## config.mk

```make
export PLATFORM = sky130hd
export DESIGN_NAME = fftTop
export DESIGN_NICKNAME = d
export VERILOG_FILES = /design/src/hw/fftPkg.sv /design/src/hw/fftTablesPkg.sv /design/src/hw/sampleWindow.sv /design/src/hw/butterflyUnit.sv /design/src/hw/fftEngine.sv /design/src/hw/fftTop.sv
export SDC_FILE = /design/constraint.sdc
export NUM_CORES = 2
export LEC_CHECK = 0
export BUFFER_PORTS_ARGS = -buffer_cell sky130_fd_sc_hd__buf_2
export CAP_MARGIN = 10
export CORE_ASPECT_RATIO = 2
export CORE_UTILIZATION = 45
export CTS_CLUSTER_DIAMETER = 40
export DETAILED_ROUTE_END_ITERATION = 10
export GPL_ROUTABILITY_DRIVEN = 0
export MAX_ROUTING_LAYER = met4
export PLACE_DENSITY = 0.58
export SYNTH_ARGS = -nofsm -noshare
export SYNTH_HDL_FRONTEND = slang
export SYNTH_HIERARCHICAL = 1
export SYNTH_SLANG_ARGS = --single-unit
```

## constraint.sdc

```tcl
create_clock -name advanceSignal -period 18.95 [get_ports advanceSignal]
set_clock_uncertainty 0.05 [all_clocks]
set_input_delay 1.895 -clock advanceSignal [delete_from_list [all_inputs] [get_ports advanceSignal]]
set_output_delay 1.895 -clock advanceSignal [all_outputs]
set_load 0.05 [all_outputs]
```

## src/hw/fftPkg.sv

```systemverilog
/*
 * FFT datapath definitions
 * Point count, stage count, fixed-point formats and the vector types
 * shared by the sample window, the butterfly engine and the bench
 */

`default_nettype none

package fftPkg;

	// Transform size
	localparam int pointCount = 8;
	localparam int stageCount = 3;

	// Input and datapath formats
	localparam int sampleWidth = 12;
	localparam int fracBits = 8;
	localparam int dataWidth = 24;

	// Butterflies per stage and the counter widths that walk them
	localparam int butterflyCount = pointCount / 2;
	localparam int stageBits = $clog2(stageCount);
	localparam int butterflyBits = $clog2(butterflyCount);

	// Raw signed audio sample
	typedef logic signed [sampleWidth-1:0] sample_t;

	// Datapath word, fracBits below the binary point
	typedef logic signed [dataWidth-1:0] data_t;

	// Twiddle factor, one sign bit plus fracBits fraction
	typedef logic signed [fracBits:0] twiddle_t;

	// Index of a point in the frame buffer
	typedef logic [stageCount-1:0] pointIndex_t;

	// Index into the twiddle tables
	typedef logic [stageCount-2:0] twiddleIndex_t;

	// Engine counters
	typedef logic [stageBits-1:0] stageIndex_t;
	typedef logic [butterflyBits-1:0] butterflyIndex_t;

	// Engine sequencing
	typedef enum logic [1:0] {
		idle,
		load,
		compute,
		publish
	} engineState_t;

endpackage

`default_nettype wire

```

## src/hw/fftTablesPkg.sv

```systemverilog
/*
 * Twiddle constants
 * Cosine and negated sine of 2*pi*k/N in the twiddle fixed-point format,
 * one entry per twiddle number k
 */

`default_nettype none

package fftTablesPkg;

	import fftPkg::*;

	// Real part, round(256 * cos(2*pi*k/8))
	// Unity is one code past the signed range, so k = 0 holds the top code
	localparam twiddle_t twiddleReal [pointCount/2] = '{
		twiddle_t'(255),
		twiddle_t'(181),
		twiddle_t'(0),
		twiddle_t'(-181)
	};

	// Imaginary part, -round(256 * sin(2*pi*k/8))
	// Negative unity at k = 2 fits exactly
	localparam twiddle_t twiddleImag [pointCount/2] = '{
		twiddle_t'(0),
		twiddle_t'(-181),
		twiddle_t'(-256),
		twiddle_t'(-181)
	};

endpackage

`default_nettype wire

```

## src/hw/sampleWindow.sv

```systemverilog
/*
 * Sliding sample window
 * Shifts in one sample per sampleValid, flags a pending frame for the
 * engine and presents the window bit-reversed and scaled to data_t
 */

`timescale 1ns/1ps
`default_nettype none

module sampleWindow import fftPkg::*; (
	input logic advanceSignal,
	input logic reset,

	// Sample input
	input sample_t sample,
	input logic sampleValid,

	// Engine handshake
	input logic frameTaken,
	output logic framePending,

	// Reordered frame
	output data_t frame [pointCount]
);

	// Entry 0 is the newest sample
	sample_t window [pointCount];

	// Mirror the index bits
	function automatic pointIndex_t bitReverse(input pointIndex_t index);
		pointIndex_t reversed;
		for (int k = 0; k < stageCount; k++) begin
			reversed[k] = index[stageCount-1-k];
		end
		return reversed;
	endfunction

	// Window shift and pending flag
	always_ff @(posedge advanceSignal) begin
		if (reset) begin
			window <= '{default: '0};
			framePending <= 1'b0;
		end else begin
			if (sampleValid) begin
				window[0] <= sample;
				for (int i = 1; i < pointCount; i++) begin
					window[i] <= window[i-1];
				end
			end
			// A new sample wins over the engine taking the old frame
			if (sampleValid) begin
				framePending <= 1'b1;
			end else if (frameTaken) begin
				framePending <= 1'b0;
			end
		end
	end

	// Bit-reversed load order for the in-place engine
	always_comb begin
		for (int j = 0; j < pointCount; j++) begin
			// Sign extend, then move the integer up above the fraction
			frame[j] = data_t'(window[bitReverse(pointIndex_t'(j))]) <<< fracBits;
		end
	end

endmodule

`default_nettype wire

```

## src/hw/butterflyUnit.sv

```systemverilog
/*
 * Radix-2 complex butterfly
 * upper = a + w*b, lower = a - w*b, purely combinational, results
 * wrap at the datapath width
 */

`timescale 1ns/1ps
`default_nettype none

module butterflyUnit import fftPkg::*; (
	// Operands
	input data_t aReal,
	input data_t aImag,
	input data_t bReal,
	input data_t bImag,

	// Twiddle
	input twiddle_t wReal,
	input twiddle_t wImag,

	// Results
	output data_t upperReal,
	output data_t upperImag,
	output data_t lowerReal,
	output data_t lowerImag
);

	data_t wRealWide;
	data_t wImagWide;
	data_t bRealScaled;
	data_t bImagScaled;
	data_t productReal;
	data_t productImag;

	always_comb begin
		// Twiddle sign-extended to the datapath width
		wRealWide = data_t'(wReal);
		wImagWide = data_t'(wImag);

		// Drop b's fraction first so the product lands back in data_t format
		bRealScaled = bReal >>> fracBits;
		bImagScaled = bImag >>> fracBits;

		// Complex multiply, products truncated to dataWidth
		productReal = (wRealWide * bRealScaled) - (wImagWide * bImagScaled);
		productImag = (wRealWide * bImagScaled) + (wImagWide * bRealScaled);

		// Sum and difference
		upperReal = aReal + productReal;
		upperImag = aImag + productImag;
		lowerReal = aReal - productReal;
		lowerImag = aImag - productImag;
	end

endmodule

`default_nettype wire

```

## src/hw/fftEngine.sv

```systemverilog
/*
 * Iterative in-place FFT engine
 * Takes a bit-reversed frame when idle, runs all stages one butterfly per
 * cycle through a single butterflyUnit, then registers the real parts
 * of the spectrum with a one-cycle valid
 */

`timescale 1ns/1ps
`default_nettype none

module fftEngine import fftPkg::*, fftTablesPkg::*; (
	input logic advanceSignal,
	input logic reset,

	// Frame handshake
	input data_t frame [pointCount],
	input logic framePending,
	output logic frameTaken,

	// Result
	output data_t spectrumReal [pointCount],
	output logic outputValid
);

	engineState_t state;

	// Sequencing counters
	stageIndex_t stage;
	butterflyIndex_t butterfly;
	logic lastButterfly;
	logic lastStage;
	logic stepActive;

	// In-place working buffers
	data_t realBuf [pointCount];
	data_t imagBuf [pointCount];
	data_t nextReal [pointCount];
	data_t nextImag [pointCount];

	// Butterfly addressing
	pointIndex_t half;
	pointIndex_t offset;
	pointIndex_t aIndex;
	pointIndex_t bIndex;
	twiddleIndex_t twiddleIndex;

	// Butterfly results
	data_t upperReal;
	data_t upperImag;
	data_t lowerReal;
	data_t lowerImag;

	// Handshake and status
	assign frameTaken = (state == idle) && framePending;
	assign outputValid = (state == publish);
	assign stepActive = (state == load) || (state == compute);

	assign lastButterfly = (butterfly == butterflyIndex_t'(butterflyCount - 1));
	assign lastStage = (stage == stageIndex_t'(stageCount - 1));

	// Index generation
	always_comb begin
		half = pointIndex_t'(1) << stage;
		// Position inside the current group
		offset = pointIndex_t'(butterfly) & (half - pointIndex_t'(1));
		// Group base is (b div half) * 2 * half
		aIndex = ((pointIndex_t'(butterfly) >> stage) << (stage + 1)) | offset;
		bIndex = aIndex + half;
		// k = offset * N / (2 * half)
		twiddleIndex = twiddleIndex_t'(offset << (stageCount - 1 - stage));
	end

	butterflyUnit i_butterfly (
		.aReal(realBuf[aIndex]),
		.aImag(imagBuf[aIndex]),
		.bReal(realBuf[bIndex]),
		.bImag(imagBuf[bIndex]),
		.wReal(twiddleReal[twiddleIndex]),
		.wImag(twiddleImag[twiddleIndex]),
		.upperReal(upperReal),
		.upperImag(upperImag),
		.lowerReal(lowerReal),
		.lowerImag(lowerImag)
	);

	// Buffer contents after this cycle's butterfly
	always_comb begin
		nextReal = realBuf;
		nextImag = imagBuf;
		nextReal[aIndex] = upperReal;
		nextImag[aIndex] = upperImag;
		nextReal[bIndex] = lowerReal;
		nextImag[bIndex] = lowerImag;
	end

	// Working buffers
	always_ff @(posedge advanceSignal) begin
		if (frameTaken) begin
			// Real input only
			realBuf <= frame;
			imagBuf <= '{default: '0};
		end else if (stepActive) begin
			realBuf <= nextReal;
			imagBuf <= nextImag;
		end
	end

	// Sequencer
	always_ff @(posedge advanceSignal) begin
		if (reset) begin
			state <= idle;
			stage <= '0;
			butterfly <= '0;
			spectrumReal <= '{default: '0};
		end else begin
			case (state)
				idle: begin
					if (frameTaken) begin
						state <= load;
					end
				end
				// Fresh frame in the buffers, stage 0 butterfly 0 runs here
				load, compute: begin
					state <= compute;
					butterfly <= butterfly + 1'b1;
					if (lastButterfly) begin
						stage <= stage + 1'b1;
						if (lastStage) begin
							stage <= '0;
							state <= publish;
							// Includes the final butterfly of this cycle
							spectrumReal <= nextReal;
						end
					end
				end
				// outputValid cycle
				publish: state <= idle;
				default: state <= idle;
			endcase
		end
	end

endmodule

`default_nettype wire

```

## src/hw/fftTop.sv

```systemverilog
/*
 * Sliding-window FFT top
 * Sample window feeding the iterative butterfly engine
 */

`timescale 1ns/1ps
`default_nettype none

module fftTop import fftPkg::*; (
	input logic advanceSignal,
	input logic reset,

	// Audio input
	input sample_t sample,
	input logic sampleValid,

	// Spectrum output
	output data_t spectrumReal [pointCount],
	output logic outputValid
);

	// Window to engine
	data_t frame [pointCount];
	logic framePending;
	logic frameTaken;

	sampleWindow i_window (
		.advanceSignal(advanceSignal),
		.reset(reset),
		.sample(sample),
		.sampleValid(sampleValid),
		.frameTaken(frameTaken),
		.framePending(framePending),
		.frame(frame)
	);

	fftEngine i_engine (
		.advanceSignal(advanceSignal),
		.reset(reset),
		.frame(frame),
		.framePending(framePending),
		.frameTaken(frameTaken),
		.spectrumReal(spectrumReal),
		.outputValid(outputValid)
	);

endmodule

`default_nettype wire

```

==> run summary <==
The flow ran to the end, and the final reports show no timing, DRC or antenna violations. The total overflow left after global routing is 0. CTS placed an instance of sky130_fd_sc_hd__clkbuf_16 at the clock tree root. The tools report the post-route DRC violation count as 0. The first global-routing pass estimated 368000 um of wire. Dividing the detail-routed wire length by the instance count gives 29.4 um.

In this run the critical register-to-register path is launched from i_engine/stage[0]$_SDFFE_PP0P_. Once detail routing completed, the nets flagged for antenna violations numbered 0. The number of buffers between clock root and the deepest sink is 3, and the first-pass iteration count of the detailed router is 10. After the first detailed-routing iteration, the DRC count stood at 5692. The logs give 189 for the number of cell rows and 679 for the clock net sink count. For this design, the slowest cell found on the critical path is sky130_fd_sc_hd__xnor2_1. Setup repair after global routing left no endpoint under its margin. In this run the most critical hold path is launched from i_engine/spectrumReal[101]$_SDFFE_PP0P_. The net count of the finished layout is 7619. The floorplan step set the die height to 520 um. The logs give 136000 sq um for the area of the die and 54571 for the total via count in the routed design. The global routing usage summed across all routing layers came out at 0.381.

In the final timing run, aggregate negative setup slack is 0 ps. The filler cells instantiated in the layout total 12919. The wire-length estimate of the detail-placed layout is 174000 um. The die width was 261 um. The run gives 0 as the post-cts gate resize count.

The final setup violation count was 0; the post-cts hold buffer count was 0. The tools report the count of final max-slew check failures as 0. The number of top-level pins is 208. The worst setup path is launched from a register. After detailed placement, the design holds a cell count of 8419. The logs give 0 for the number of buffers added for setup after CTS and 147 for the largest net degree at the start of global routing.

Data on the critical path arrives at its endpoint at 16450 ps. The kind of path behind the tightest hold check is register to register. The vias per cell is 6.38, and the hold violation count in the final report is 0. The portion of the clock cycle consumed by the worst path in the final layout was 0.841; the via count of the first global-routing pass was 55490. In this run the worst path has a maximum fanout of 42. The critical path class was register to register. At the worst endpoint, the required time is 19460 ps. The actual transition at the worst max-transition pin is 1350 ps. The endpoint class of the critical path was a register.

TritonCTS created 61 clock buffers. The effective utilization at floorplan is 0.455, and the maximum clock frequency is 0.0627 GHz. After clock tree synthesis, the clock-pin slew on the worst setup and hold paths is 80 ps. The floorplan core area is 133000 sq um, and the number of H-tree levels is 2. The clock reaches the later pin of the worst-skew pair after 720 ps.

Slack of the worst reg-to-reg path: 3010 ps. The worst path needs 15940 ps of the cycle, external delays included. The tool flagged a number of max-cap violations equal to 0.

In this run the cell area of the synthesized design comes to 60400 sq um. The placed cell area is 62600 sq um, and the post-route non-filler standard cell count is 8554. Once routing completed, OpenROAD measured the worst setup slack at 3010 ps.

The number of antenna violations at the first check in global routing is 11. The area growth from synthesis to layout came out at 7.26%. The cell occurring most often along the worst timing path is sky130_fd_sc_hd__fa_1. Input and output buffers added on the ports amount to 207. On the worst path, the slowest cell contributes a delay of 1020 ps.

The post-synthesis instance total was 6908; the post-place setup slack was 3580 ps. The tools report the worst max-slew margin expressed relative to the limit as 0.0912. The critical path starts at i_engine/stage[0]$_SDFFE_PP0P_. Yosys printed 6 warnings. For the total wire length, the log shows 251000 um.

The share of layout cells above drive strength 1 is 0.104. After routing the design area is 64800 sq um. TritonCTS built the clock tree. A synthesized cell averages 8.75 sq um.
final timing paths:
| check | endpoint | cells after the start |
|---|---|---|
| max | i_engine/realBuf[71]$_DFFE_PP_ | 41 |
| min | i_engine/spectrumReal[101]$_SDFFE_PP0P_ | 2 |
| max reg2reg | i_engine/realBuf[71]$_DFFE_PP_ | 41 |
| min reg2reg | i_engine/spectrumReal[101]$_SDFFE_PP0P_ | 2 |
state kept, by name (all words and copies together), names as in the netlist:
register / flops
i_window/framePending: 1
i_engine/realBuf: 192
i_engine/spectrumReal: 192
i_engine/stage: 2
i_engine/butterfly: 2
i_window/frame: 96
i_engine/imagBuf: 192
i_engine/state: 2
layout by cell type, fill, tap and decap left out, types with 111 or more instances in the layout:
| cell type | instances |
|---|---|
| sky130_fd_sc_hd__buf_2 | 205 |
| sky130_fd_sc_hd__ha_1 | 288 |
| sky130_fd_sc_hd__o21ai_0 | 454 |
| sky130_fd_sc_hd__mux2_2 | 126 |
| sky130_fd_sc_hd__mux2i_1 | 186 |
| sky130_fd_sc_hd__a21oi_1 | 283 |
| sky130_fd_sc_hd__and2_1 | 275 |
| sky130_fd_sc_hd__fa_1 | 547 |
| sky130_fd_sc_hd__xnor2_1 | 131 |
| sky130_fd_sc_hd__inv_1 | 599 |
| sky130_fd_sc_hd__nor2_1 | 489 |
| sky130_fd_sc_hd__dfxtp_1 | 487 |
| sky130_fd_sc_hd__buf_4 | 152 |
| sky130_fd_sc_hd__edfxtp_1 | 192 |
| sky130_fd_sc_hd__nand2_1 | 769 |
| sky130_fd_sc_hd__a22oi_1 | 168 |
| sky130_fd_sc_hd__a22o_1 | 111 |
routing by layer:
metal	share of wire	wire, um	up-vias	track usage
met1	0.32	81300	26827	0.382
met5	0	0	-	-
met4	0.11	26700	0	0.331
met3	0.086	21500	1320	0.0799
li1	-	-	23050	-
met2	0.48	122000	3374	0.622
worst max-delay path, delay by kind of cell (launching register included):
family                   cells  cell delay, ps
flip-flops                   1             630
AND/OR/NAND/NOR              8            1750
XOR/XNOR                     3            1370
adder cells (fa/ha/maj)     11            5170
AO/OA/AOI/OAI               13            5210
buffers and inverters        6            1520
layout make-up:
cell class / instances / area [sq um] / area share
Multi-Input combinational cell: 5052 / 40400 / 0.623
Tap cell: 1719 / 2150 / 0.0332
Sequential cell: 679 / 15500 / 0.239
Antenna cell: 19 / 47.5 / 0.000733
Clock inverter: 26 / 262 / 0.00403
Timing Repair Buffer: 361 / 2220 / 0.0343
Inverter: 611 / 2300 / 0.0355
Clock buffer: 87 / 1920 / 0.0296
through the flow:
step / util / hold slack [ps]
finish: 0.488 / 408
floorplan: - / 382
global route: 0.488 / 425
detailed placement: 0.471 / 392
global placement: 0.471 / 391
CTS: 0.487 / 407
Power is left out: the tool's default activity adds up to more than one toggle a clock period on the data nets, which glitch-free logic cannot reach.
